### config.mk
export PLATFORM = sky130hd
export DESIGN_NAME = gl_fetch
export DESIGN_NICKNAME = d
export VERILOG_FILES = /design/src/hw/gl_math_pkg.sv /design/src/hw/gl_cmd_pkg.sv /design/src/hw/gl_fetch.sv
export SDC_FILE = /design/constraint.sdc
export NUM_CORES = 1
export LEC_CHECK = 0
export BUFFER_PORTS_ARGS = -buffer_cell sky130_fd_sc_hd__buf_2
export CELL_PAD_IN_SITES_DETAIL_PLACEMENT = 1
export CELL_PAD_IN_SITES_GLOBAL_PLACEMENT = 2
export CORE_MARGIN = 1.5
export CORE_UTILIZATION = 31
export CTS_CLUSTER_SIZE = 16
export DETAILED_ROUTE_END_ITERATION = 16
export HOLD_SLACK_MARGIN = 0.06
export PLACE_DENSITY = 0.91
export SYNTH_ARGS = -nofsm -noshare
export SYNTH_HDL_FRONTEND = slang
export SYNTH_SLANG_ARGS = --single-unit
### constraint.sdc
create_clock -name clk1 -period 3.66 [get_ports clk1]
set_clock_uncertainty 0.1 [all_clocks]
set_input_delay 0.366 -clock clk1 [delete_from_list [all_inputs] [get_ports clk1]]
set_output_delay 0.366 -clock clk1 [all_outputs]
set_load 0.01 [all_outputs]
### src/hw/gl_math_pkg.sv
package gl_math_pkg;

    typedef logic signed [31:0] fx_t;      // signed q16.16
    typedef fx_t [3:0]  vec4_t;            // [0] x, [1] y, [2] z, [3] w
    typedef fx_t [15:0] mat4_t;            // row-major, [4*row + col]

    localparam int  FX_FRAC = 16;
    localparam fx_t FX_ONE  = 32'sh0001_0000;
    localparam fx_t FX_SAT  = 32'sh7fff_ffff;  // divide by zero / quotient overflow

    // full 64-bit signed product, arithmetic shift back to q16.16
    // upper bits simply dropped, no saturation
    function automatic fx_t fx_mul(input fx_t a, input fx_t b);
        logic signed [63:0] p;
        p = 64'(a) * 64'(b);
        return fx_t'(p >>> FX_FRAC);
    endfunction

endpackage

### src/hw/gl_cmd_pkg.sv
package gl_cmd_pkg;

    localparam int CMD_AW    = 8;              // command ram address bits
    localparam int CMD_DEPTH = 1 << CMD_AW;

    typedef enum logic [7:0] {
        OP_LOAD_ID  = 8'h01,
        OP_LOAD_MAT = 8'h02,
        OP_VIEWPORT = 8'h03,
        OP_COLOR    = 8'h04,
        OP_VERTEX   = 8'h05,
        OP_END      = 8'hff
    } opcode_e;

    // command view of a ram word
    typedef struct packed {
        logic        is_cmd;       // set on every command word
        logic [22:0] imm;          // spare immediate, unused by current opcodes
        logic [7:0]  opcode;
    } cmd_t;

    // same word, read as command or as operand depending on decoder state
    typedef union packed {
        cmd_t             cmd;
        gl_math_pkg::fx_t data;
    } cmd_word_u;

    // operand words following each command
    localparam logic [4:0] OPN_MAT      = 5'd16;
    localparam logic [4:0] OPN_VIEWPORT = 5'd4;    // x, y, width, height
    localparam logic [4:0] OPN_VERTEX   = 5'd4;    // x, y, z, w
    localparam logic [4:0] OPN_COLOR    = 5'd1;    // 0x00rrggbb

endpackage

### src/hw/gl_fetch.sv
module gl_fetch (
    input  logic                          clk1,
    input  logic                          arst_n,
    input  logic                          run_start,   // pc back to 0
    input  logic                          advance,     // next word
    input  logic                          load_ops,
    input  logic                          op_take,     // one operand consumed
    input  logic [4:0]                    ops_n,
    output logic [gl_cmd_pkg::CMD_AW-1:0] pc,
    output logic                          ops_last
);

    logic [4:0] ops_left;   // operands still to come, current one included

    // program counter
    always_ff @(posedge clk1 or negedge arst_n)
    begin
        if (!arst_n)
            pc <= '0;
        else if (run_start)
            pc <= '0;
        else if (advance)
            pc <= pc + 1'b1;
    end

    // operand down-counter
    always_ff @(posedge clk1 or negedge arst_n)
    begin
        if (!arst_n)
            ops_left <= '0;
        else if (load_ops)
            ops_left <= ops_n;
        else if (op_take && ops_left != '0)
            ops_left <= ops_left - 1'b1;
    end

    assign ops_last = (ops_left == 5'd1);

endmodule

==> flow_results.org <==
** Status
- Result of the run :: finished clean

** Layout
- Number of nets at the end of the flow :: approximately 110
- Total non-filler cell area in the finished layout :: 841 µm²
- Number of inserted filler cells in the final layout :: 244
- From synthesis to final layout, the design area changed by 22.6%.
- 0 antenna diodes ended up in the layout.
- The post-route netlist has a little over a quarter of its cells at a drive strength greater than 1.

** Global routing
- Vias in the first global route :: around 570
- Pin count of the biggest net entering global routing :: 14
- In the global route stage, overall resource usage came out at between 10% and 20%.
- Overall overflow remaining after global route :: 0
- The first global-routing pass estimated approximately 2700 µm of wire.
- The number of antenna violations at the first check in global routing was 0.

** Drt
- After detailed routing, the number of remaining DRC violations is 0.
- Before antenna repair, the detailed router went through 4 iterations.
- For this block, the via count after detailed routing is just over 600.
- The detailed router finished its first iteration with 2 violations.
- Dividing the detail-routed wire length by the instance count gives between 10 and 15 µm.
- After detailed routing, the total wire length is between 1500 and 2000 µm.
- Number of antenna-violating nets in the routed design :: 0
- Dividing the detail-routed via count by the number of cells gives about 5.1.

** Hold path
- Start point of the worst min-delay path :: ops_n[4]
- The worst hold path passes through 3 cells.
- Min-Delay Path Class :: input pin to register
- For hold timing, the worst endpoint is ops_left[4].

** Place
- Placed wire-length estimate :: roughly 1200 µm
- Once placement finished, the instance area stood at 805 µm².
- The congestion estimate from routability-driven global placement came to approximately 0.72.
- Count of input and output buffers :: 19

** STA
- Timing would allow up to between 0.5 and 0.6 GHz.
- Sum of negative setup slack :: 0 ns
- Tightest Pin Transition :: roughly 0.43 ns
- Final Hold Viols :: 0
- Period utilization :: 48.9%
- Slew Viols, Final :: 0
- RSZ-0062 raised after global routing :: no
- Measured against its own limit, the worst slew margin works out to 71.6%.
- Setup Viol. Count Final :: 0
- Clock period minus final worst setup slack :: 1.79 ns

** Clock tree
- TritonCTS built the clock tree.
- The cell sitting at the root of the clock tree is a clkbuf_4.
- Counting the buffers created by CTS gives 3.
- At the later pin of the worst-skew pair, clock insertion delay measures 0.28 ns.
- CTS built an H-tree with a depth of 1.
- Once the clock tree was built, the resizer swapped 0 gates to a different size.
- The tree built by TritonCTS fans out to 13 sinks.
- After clock tree synthesis, the clock-pin slew on the worst setup and hold paths is ~0.070 ns.
- Largest buffer count on any clock path :: 2

** Synth
- XOR/XNOR share of the synthesized area :: under 10%
- Number of storage elements in the synthesis netlist :: 13
- Combinational family with the most area after synthesis :: simple AND/OR/NAND/NOR gates
- In this run, distinct cell masters in the synthesized netlist total 24.
- Cell count after synthesis :: between 70 and 80
- Netlist area before placement :: 686 µm²
- Post-Synth Simple-Gate Area :: 22.6%
- A synthesized cell averages about 9.5 µm².
- Synth warn :: 0
- Compound-Gate Fraction of Synth Area :: between 10% and 20%
- Mapped Nets :: 86
- Share of synthesized area spent on multiplexers :: 1.46%
- Share of synthesized area occupied by flip-flops and latches :: ~47%
- Of the total synthesized cell area, the portion taken by full adders, half adders and majority gates is under 10%.

** Floorplan
- For this design the top-level I/O count stands at 20.
- Site row count :: 16
- The floorplan step set the die height to between 50 and 60 µm.
- Initial standard-cell utilization of the core :: between 30% and 40%
- The die covers about 2500 µm².
- The die is about 50 µm wide.
- Total core area :: around 2000 µm²

** Setup path
- The setup check on the worst reg-to-reg path leaves a slack of between 1.5 and 2 ns.
- Grouping stages by cell kind, the critical path spends the most delay in simple AND/OR/NAND/NOR gates.
- Crit path cell chain :: inv_1 > ha_1 > or4b_4 > a31o_2 > o21ai_0
- Buf+Inv Stages, Crit Path :: 1
- The largest single stage delay on the critical path is about 0.5 ns.
- Critical path data required time :: approximately 3.8 ns
- Kind of critical path :: register to register
- The startpoint identified for the worst register-to-register timing path is ops_left[0].
- The worst setup path is captured at a register.
- Data arrives at the worst endpoint at 1.88 ns.
- Of all nets on the critical path, the largest fanout is 4.
- The worst register-to-register path ends at ops_left[1].
- R2r worst-path depth :: 5
- Worst path slowest cell :: or4b_4
- STA classifies the critical path startpoint as a register.

** Job
- The tool flagged a number of max-cap violations equal to 0.

** Power and ir drop
- P per Cell Area :: roughly 350 nW/µm²
- Summed over all cells, the static leakage comes to a little over 0.0004 µW.
- Max IR drop VDD :: 0.266 mV
[worst min-delay path, delay by kind of cell]
kind / cells / cell delay [ns]
buffers and inverters: 1 / 0.07
AND/OR/NAND/NOR: 2 / 0.10
[logic make-up after synthesis]
| kind of cell | after synthesis |
|---|---|
| AOI/OAI and AO/OA | 15 |
| and+or+nand+nor | 30 |
| adders and majority gates | 3 |
| buffers and inverters | 6 |
| xor gates and xnor gates | 4 |
| muxes | 1 |
| DFF | 13 |
[cell usage after synthesis, drive strengths merged]
| cell type | instances | area, µm² |
|---|---|---|
| nand3 | 3 | 15.0 |
| buf | 1 | 5.00 |
| a31oi | 2 | 12.5 |
| a31o | 1 | 8.76 |
| inv | 4 | 15.0 |
| o2111ai | 1 | 8.76 |
| ha | 3 | 37.5 |
| nand2 | 9 | 33.8 |
| or3 | 4 | 25.0 |
| nor4b | 1 | 8.76 |
| nor2 | 8 | 30.0 |
| dfrtp | 13 | 325 |
| xor2 | 3 | 26.3 |
| o21ai | 4 | 20.0 |
| nand4 | 3 | 18.8 |
| a21oi | 4 | 20.0 |
| mux2i | 1 | 10.0 |
| o311ai | 1 | 8.76 |
| xnor2 | 1 | 8.76 |
| clkbuf | 1 | 5.00 |
| or4b | 2 | 23.8 |
| a211o | 2 | 18.8 |
[registers in the layout, summed over array words and instances, names as in the netlist]
register,cells
pc,8
ops_left,5
[placed cells by master (no fill, tap or decap), drive strengths merged]
| master | count |
|---|---|
| o311ai | 1 |
| nor2 | 8 |
| a31o | 1 |
| nand4 | 3 |
| o21ai | 4 |
| a21oi | 4 |
| buf | 19 |
| inv | 4 |
| dfrtp | 13 |
| or4b | 2 |
| xnor2 | 1 |
| clkbuf | 4 |
| o2111ai | 1 |
| a31oi | 2 |
| or3 | 4 |
| dlygate4sd3 | 1 |
| xor2 | 3 |
| ha | 3 |
| nor4b | 1 |
| nand3 | 3 |
| a211o | 2 |
| mux2i | 1 |
| nand2 | 9 |
[metrics by stage]
| stage | power, µW | hold WS (ns) | instances | setup slack (ns) | utilization, % |
|---|---|---|---|---|---|
| final | 293 | 0.193 | 121 | 1.87 | 41.6 |
| after global routing | 314 | 0.193 | 121 | 1.77 | 41.6 |
| after CTS | 297 | 0.188 | 121 | 1.86 | 41.6 |
| after detailed placement | 209 | 0.170 | 116 | 1.90 | 39.8 |
| after global placement | 206 | 0.176 | 116 | 1.96 | 39.8 |
| after floorplan | 189 | -0.0296 | 72 | 2.00 | - |
[timing repair]
item                                   CTS  global route
buffers inserted                         0             0
endpoints found under the hold margin   13             0
hold buffers                             1             0
[worst max path at each step]
stage                 from     endpoint  slack, ns  cells after the start
5_1_grt        ops_left[0]  ops_left[1]       1.77                      5
2_1_floorplan  ops_left[0]  ops_left[0]       2.00                      5
3_5_place_dp   ops_left[0]  ops_left[1]       1.90                      5
6_report       ops_left[0]  ops_left[1]       1.87                      5
3_3_place_gp   ops_left[0]  ops_left[0]       1.96                      5
4_1_cts        ops_left[1]     ops_last       1.86                      4
[metal layers]
metal / up-vias / routed length [µm] / global-route usage (%)
li1: 304 / - / -
met1: 293 / 716 / 19.4
met2: 11 / 719 / 21.5
met3: 5 / 59 / 4.55
met4: 0 / 40 / 8.33
met5: - / 0 / 0
[power breakdown]
group / switching (µW) / internal, µW
Sequential: 10.3 / 152
Combinational: 23.9 / 19.9
Clock: 44.7 / 42.3
Total: 78.9 / 214
[layout make-up]
class / count / area (µm²) / share of cell area (%)
clock buffers: 4 / 26.3 / 3.13
inverters: 4 / 15.0 / 1.79
multi-input cells: 53 / 335 / 39.9
flip-flops and latches: 13 / 325 / 38.7
well taps: 27 / 33.8 / 4.02
repair buffers: 20 / 105 / 12.5
Power figures use the tool's default switching activity.
