===== config.mk =====
export PLATFORM = sky130hd
export DESIGN_NAME = gl_decode_flat
export DESIGN_NICKNAME = d
export VERILOG_FILES = /design/src/hw/gl_math_pkg.sv /design/src/hw/gl_cmd_pkg.sv /design/src/hw/gl_xform_if.sv /design/src/hw/gl_decode.sv /design/src/flat_wrapper.sv
export SDC_FILE = /design/constraint.sdc
export NUM_CORES = 1
export LEC_CHECK = 0
export ABC_CLOCK_PERIOD_IN_PS = 1900
export BUFFER_PORTS_ARGS = -buffer_cell sky130_fd_sc_hd__buf_2
export CAP_MARGIN = 20
export CORE_UTILIZATION = 30
export CTS_BUF_LIST = sky130_fd_sc_hd__clkbuf_4 sky130_fd_sc_hd__clkbuf_8
export CTS_CLUSTER_SIZE = 14
export DETAILED_ROUTE_END_ITERATION = 12
export PLACE_DENSITY = 0.61
export SETUP_SLACK_MARGIN = 0.05
export SYNTH_ARGS = -nofsm -noshare
export SYNTH_HDL_FRONTEND = slang
export SYNTH_SLANG_ARGS = --single-unit

===== constraint.sdc =====
create_clock -name clk1 -period 1.9 [get_ports clk1]
set_input_delay 0.38 -clock clk1 [delete_from_list [all_inputs] [get_ports clk1]]
set_output_delay 0.38 -clock clk1 [all_outputs]
set_load 0.02 [all_outputs]

===== src/hw/gl_math_pkg.sv =====
package gl_math_pkg;

    typedef logic signed [31:0] fx_t;      // signed q16.16
    typedef fx_t [3:0]  vec4_t;            // [0] x, [1] y, [2] z, [3] w
    typedef fx_t [15:0] mat4_t;            // row-major, [4*row + col]

    localparam int  FX_FRAC = 16;
    localparam fx_t FX_ONE  = 32'sh0001_0000;
    localparam fx_t FX_SAT  = 32'sh7fff_ffff;  // divide by zero / quotient overflow

    // full 64-bit signed product, arithmetic shift back to q16.16
    // upper bits simply dropped, no saturation
    function automatic fx_t fx_mul(input fx_t a, input fx_t b);
        logic signed [63:0] p;
        p = 64'(a) * 64'(b);
        return fx_t'(p >>> FX_FRAC);
    endfunction

endpackage


===== src/hw/gl_cmd_pkg.sv =====
package gl_cmd_pkg;

    localparam int CMD_AW    = 8;              // command ram address bits
    localparam int CMD_DEPTH = 1 << CMD_AW;

    typedef enum logic [7:0] {
        OP_LOAD_ID  = 8'h01,
        OP_LOAD_MAT = 8'h02,
        OP_VIEWPORT = 8'h03,
        OP_COLOR    = 8'h04,
        OP_VERTEX   = 8'h05,
        OP_END      = 8'hff
    } opcode_e;

    // command view of a ram word
    typedef struct packed {
        logic        is_cmd;       // set on every command word
        logic [22:0] imm;          // spare immediate, unused by current opcodes
        logic [7:0]  opcode;
    } cmd_t;

    // same word, read as command or as operand depending on decoder state
    typedef union packed {
        cmd_t             cmd;
        gl_math_pkg::fx_t data;
    } cmd_word_u;

    // operand words following each command
    localparam logic [4:0] OPN_MAT      = 5'd16;
    localparam logic [4:0] OPN_VIEWPORT = 5'd4;    // x, y, width, height
    localparam logic [4:0] OPN_VERTEX   = 5'd4;    // x, y, z, w
    localparam logic [4:0] OPN_COLOR    = 5'd1;    // 0x00rrggbb

endpackage


===== src/hw/gl_xform_if.sv =====
interface gl_xform_if;

    gl_math_pkg::fx_t   wdata;         // operand word
    logic [3:0]         widx;          // element select
    logic               mat_we;
    logic               id_load;
    logic               vec_we;
    logic               vp_we;
    logic               col_we;
    logic               xform_start;   // pulse, vertex complete
    logic               xform_done;    // pulse, vout valid
    logic               proj_done;     // pulse, screen vertex out
    gl_math_pkg::vec4_t vout;

    modport ctrl   (output wdata, widx, mat_we, id_load, vec_we, vp_we, col_we, xform_start,
                    input proj_done);
    modport matrix (input wdata, widx, mat_we, id_load, vec_we, xform_start,
                    output xform_done, vout);
    modport proj   (input wdata, widx, vp_we, col_we, xform_done, vout,
                    output proj_done);

endinterface


===== src/hw/gl_decode.sv =====
module gl_decode (
    input  logic                  clk1,
    input  logic                  arst_n,
    input  logic                  start,
    input  gl_cmd_pkg::cmd_word_u word,
    input  logic                  ops_last,
    output logic                  run_start,
    output logic                  advance,
    output logic                  load_ops,
    output logic                  op_take,
    output logic [4:0]            ops_n,
    output logic                  busy,
    output logic                  done,
    output logic                  fault,
    gl_xform_if.ctrl              xf
);

    typedef enum logic [2:0] {IDLE, WAIT_RD, DECODE, OPERAND, XFORM, HALT, FAULT} state_e;

    state_e     state, state_nx;
    logic       opnd;          // next word read is an operand
    logic [7:0] cur_op;        // opcode owning the operands
    logic [3:0] idx;           // element index of the operand

    //////////////////////////////
    // operand count, zero for LOAD_ID / END / unknown
    always_comb
    begin
        case (word.cmd.opcode)
            gl_cmd_pkg::OP_LOAD_MAT: ops_n = gl_cmd_pkg::OPN_MAT;
            gl_cmd_pkg::OP_VIEWPORT: ops_n = gl_cmd_pkg::OPN_VIEWPORT;
            gl_cmd_pkg::OP_COLOR:    ops_n = gl_cmd_pkg::OPN_COLOR;
            gl_cmd_pkg::OP_VERTEX:   ops_n = gl_cmd_pkg::OPN_VERTEX;
            default:                 ops_n = '0;
        endcase
    end

    //////////////////////////////
    // sequencing, every advance costs a WAIT_RD for the ram latency
    always_comb
    begin
        state_nx  = state;
        run_start = 1'b0;
        advance   = 1'b0;
        load_ops  = 1'b0;
        op_take   = 1'b0;
        case (state)
            IDLE, HALT, FAULT:
                if (start)
                begin
                    run_start = 1'b1;
                    state_nx  = WAIT_RD;
                end
            WAIT_RD:
                state_nx = opnd ? OPERAND : DECODE;
            DECODE:
                if (!word.cmd.is_cmd)
                    state_nx = FAULT;                  // data where a command belongs
                else if (word.cmd.opcode == gl_cmd_pkg::OP_END)
                    state_nx = HALT;
                else if (word.cmd.opcode == gl_cmd_pkg::OP_LOAD_ID || ops_n != '0)
                begin
                    advance  = 1'b1;
                    load_ops = (ops_n != '0);
                    state_nx = WAIT_RD;
                end
                else
                    state_nx = FAULT;                  // unknown opcode
            OPERAND:
            begin
                op_take  = 1'b1;
                advance  = 1'b1;
                state_nx = (ops_last && cur_op == gl_cmd_pkg::OP_VERTEX) ? XFORM : WAIT_RD;
            end
            XFORM:
                if (xf.proj_done)
                    state_nx = DECODE;   // pc parked for ages, word already valid
            default:
                state_nx = IDLE;
        endcase
    end

    always_ff @(posedge clk1 or negedge arst_n)
    begin
        if (!arst_n)
        begin
            state          <= IDLE;
            opnd           <= 1'b0;
            cur_op         <= '0;
            idx            <= '0;
            xf.xform_start <= 1'b0;
        end
        else
        begin
            state          <= state_nx;
            // first XFORM cycle, w is in the vector register by then
            xf.xform_start <= (state == OPERAND) && ops_last && (cur_op == gl_cmd_pkg::OP_VERTEX);
            if (run_start)
                opnd <= 1'b0;
            else if (load_ops)
            begin
                opnd   <= 1'b1;
                cur_op <= word.cmd.opcode;
                idx    <= '0;
            end
            else if (op_take)
            begin
                idx <= idx + 1'b1;
                if (ops_last)
                    opnd <= 1'b0;
            end
        end
    end

    // operand routing, data view of the word
    assign xf.wdata   = word.data;
    assign xf.widx    = idx;
    assign xf.id_load = (state == DECODE) && word.cmd.is_cmd
                        && (word.cmd.opcode == gl_cmd_pkg::OP_LOAD_ID);
    assign xf.mat_we  = (state == OPERAND) && (cur_op == gl_cmd_pkg::OP_LOAD_MAT);
    assign xf.vec_we  = (state == OPERAND) && (cur_op == gl_cmd_pkg::OP_VERTEX);
    assign xf.vp_we   = (state == OPERAND) && (cur_op == gl_cmd_pkg::OP_VIEWPORT);
    assign xf.col_we  = (state == OPERAND) && (cur_op == gl_cmd_pkg::OP_COLOR);

    assign busy  = !(state inside {IDLE, HALT, FAULT});
    assign done  = (state == HALT);
    assign fault = (state == FAULT);

endmodule


===== src/flat_wrapper.sv =====
// flat-port wrapper written by rule: the top's interface ports become plain ports
module gl_decode_flat 
  (clk1, arst_n, start, word, ops_last, run_start, advance, load_ops, op_take, ops_n, busy, done, fault, xf_wdata, xf_widx, xf_mat_we, xf_id_load, xf_vec_we, xf_vp_we, xf_col_we, xf_xform_start, xf_proj_done);
  gl_xform_if xf_i ();
  input  logic clk1;
  input  logic arst_n;
  input  logic start;
  input  gl_cmd_pkg::cmd_word_u word;
  input  logic ops_last;
  output logic run_start;
  output logic advance;
  output logic load_ops;
  output logic op_take;
  output logic [4:0] ops_n;
  output logic busy;
  output logic done;
  output logic fault;
  output wire logic [$bits(xf_i.wdata)-1:0] xf_wdata;
  output wire logic [$bits(xf_i.widx)-1:0] xf_widx;
  output wire logic [$bits(xf_i.mat_we)-1:0] xf_mat_we;
  output wire logic [$bits(xf_i.id_load)-1:0] xf_id_load;
  output wire logic [$bits(xf_i.vec_we)-1:0] xf_vec_we;
  output wire logic [$bits(xf_i.vp_we)-1:0] xf_vp_we;
  output wire logic [$bits(xf_i.col_we)-1:0] xf_col_we;
  output wire logic [$bits(xf_i.xform_start)-1:0] xf_xform_start;
  input wire logic [$bits(xf_i.proj_done)-1:0] xf_proj_done;
  assign xf_wdata = xf_i.wdata;
  assign xf_widx = xf_i.widx;
  assign xf_mat_we = xf_i.mat_we;
  assign xf_id_load = xf_i.id_load;
  assign xf_vec_we = xf_i.vec_we;
  assign xf_vp_we = xf_i.vp_we;
  assign xf_col_we = xf_i.col_we;
  assign xf_xform_start = xf_i.xform_start;
  assign xf_i.proj_done = xf_proj_done;
  gl_decode u_core (.clk1(clk1), .arst_n(arst_n), .start(start), .word(word), .ops_last(ops_last), .run_start(run_start), .advance(advance), .load_ops(load_ops), .op_take(op_take), .ops_n(ops_n), .busy(busy), .done(done), .fault(fault), .xf(xf_i));
endmodule

==> impl_metrics.ini <==
[run_status]
status = finished, violations left
violations = negative setup slack

[critical_path]
reg2regPathDepth = 5
r2r_slack_ns = 0.32
r2r-end = u_core.cur_op[1]
cp.required_ns = 1.52
startpoint = u_core.cur_op[5]
worst-path-max-fanout = 4
start_kind = register
crit_arrival_ns = 1.56
rr_startpoint = u_core.state[1]
end_kind = primary output
path_class = register to primary output

[synth]
syn_inst = 152
yosys_most_used_dff = dfrtp_1
yosys-top-cells-area = dfrtp_1 (31%), buf_4 (19%), mux2_4 (3.3%), and2_1 (3.2%), nor4b_1 (2.6%)
synth_top_cell_by_area = dfrtp_1
synth-seq-cells = 17
synth_common_cells = buf_4 (34), dfrtp_1 (17), nand2_1 (9)
yosysSeqAreaShare_pct = 31.3
synth_edf_count = 0
synth_top_cell_area_share_pct = 31.3
ys_warn_count = 0
async_flop_share_pct = 100
synth_area_um2 = 1360
ys_types = 42
synth.avg_cell_area_um2 = 8.94
yosysMostFrequentCell = buf_4

[timing]
hold_viol_final = 0
min_period_ns = 1.94
setup_violations = 1
slew_violations = 0
timing.fmax_ghz = 0.515
fin_crit_sh_pct = 102
skew_ns = 0.00226
rsz0062_at_grt = yes
layout_setup_ws_ns = -0.0417

[cts]
cts_sinks = 17
cts_root_buf = clkbuf_8
cts_inserted_buffers = 3
clk_path_buf_depth = 2
htreeDepth = 1
hold_buffers = 0
clkTransAtPathRegs_ns = 0.07
clk_latency_ns = 0.25
cts_tree = done

[cells_and_area]
n_antenna_cell = 0
drive_gt1_share_pct = 49.1
syn_to_final_growth_pct = 19.5
design_area_um2 = 1620
stdcell_count = 223
final_nets = 210
utilization_pct = 37.3

[drt]
dr.pass1.iters = 4
drtIter0Drc = 21
wl_per_cell_um = 12.3
ant_nets = 0
drc = 0
viasPerCell = 4.72
finalWirelength_um = 2750
vias = 1052

[die]
dieArea_um2 = 4800
std_cell_rows = 24
start_util_pct = 31.2
coreArea_um2 = 4350
pin_count = 91
die_w_um = 69.3
fp.dieH_um = 69.3

[place]
dpl_cell_area_um2 = 1430
place_hpwl_um = 2050
io_buffer_count = 42
dp_slack_ns = 0.0215
dpl.cell_count = 213
gp_congestion = 0.745

[pwr]
power_density_nw_per_um2 = 1140
ir_worst_vdd_uv = 331
power_leakage_nw = 0.767

[grt]
grt_max_degree = 18
grt_pass1_wl_um = 4650
grt_util_all_layers_pct = 11.7
grt_pass1_vias = 1033
antenna_found_initial = 0
grt_overflow = 0

[flow_run]
max-cap-violations = 0

[worst_hold_path]
hold_path_class = primary input to async pin
[worst max-delay path by stage]
| stage | endpoint | slack [ns] | cells after the start |
|---|---|---|---|
| final | xf_vp_we | -0.04 | 4 |
| after global routing | xf_vp_we | -0.14 | 4 |
| after CTS | xf_vp_we | -0.05 | 4 |
| after detailed placement | advance | 0.02 | 5 |
| after global placement | xf_id_load | 0.03 | 5 |
| after floorplan | xf_vp_we | -0.04 | 4 |
[cell type report]
| cell class | instances | area [um2] |
|---|---|---|
| fill | 439 | 2730 |
| multi-input combinational | 93 | 722 |
| sequential | 17 | 425 |
| timing repair buffer | 56 | 359 |
| tap | 52 | 65.1 |
| clock buffer | 3 | 41.3 |
| inverter | 1 | 6.26 |
| clock inverter | 1 | 5.00 |
[placed cells by master (no fill, tap or decap), types with 4 or more instances in the layout]
cell type / netlist / routed
buf_2: 3 / 35
dfrtp_1: 17 / 17
buf_4: 34 / 14
nor2_1: 8 / 8
nand2_1: 9 / 8
and2_1: 7 / 7
buf_6: 2 / 7
a21oi_1: 6 / 5
nor4b_2: 0 / 4
nand4_1: 4 / 4
nand2b_1: 4 / 4
[report_power, final]
part,internal [mW],switching [mW]
combinational,0.501,0.545
clock,0.146,0.125
sequential,0.445,0.0883
[through the flow]
step | hold slack, ns | power, mW | setup TNS [ns]
2_1_floorplan | 0.0844 | 1.25 | -0.0359
3_3_place_gp | 0.318 | 1.40 | 0
3_5_place_dp | 0.321 | 1.41 | 0
4_1_cts | 0.0413 | 1.72 | -0.0465
5_1_grt | 0.0599 | 2.00 | -0.389
6_report | 0.0339 | 1.85 | -0.0417
[sequential cells by signal (all words and copies together), names as in the netlist]
register	flops
u_core.cur_op	8
u_core.opnd	1
u_core.state	3
u_core.xf.widx	4
u_core.xf.xform_start	1
[cells by family (layout without fill, tap and decap cells)]
group | after synthesis | after routing | synth area share [%]
AOI/OAI and AO/OA | 20 | 20 | 10.0
DFF | 17 | 17 | 31.3
and+or+nand+nor | 61 | 61 | 27.5
adders and majority gates | 1 | 1 | 0.921
xor gates and xnor gates | 5 | 5 | 3.22
muxes | 4 | 4 | 4.05
other | 1 | 2 | 0.276
buffers and inverters | 43 | 61 | 22.7
[layer usage]
layer	GRT usage [%]	part of all wire (%)
met1	16.3	47
met2	18.4	48
met3	2.03	4.7
met4	3.40	0.44
met5	0	0
[what timing repair did]
item,4_1_cts,5_1_grt
pin swaps,6,6
endpoints found under the setup margin,9,10
buffers inserted,2,4
resized for setup,6,21
[worst max-delay path: stages, from the launching register on]
cell	delay [ns]
dfrtp_1	0.41
nor4_4	0.34
nand2_2	0.14
nor4b_2	0.23
buf_4	0.18
(Power assumes the default switching activity.)
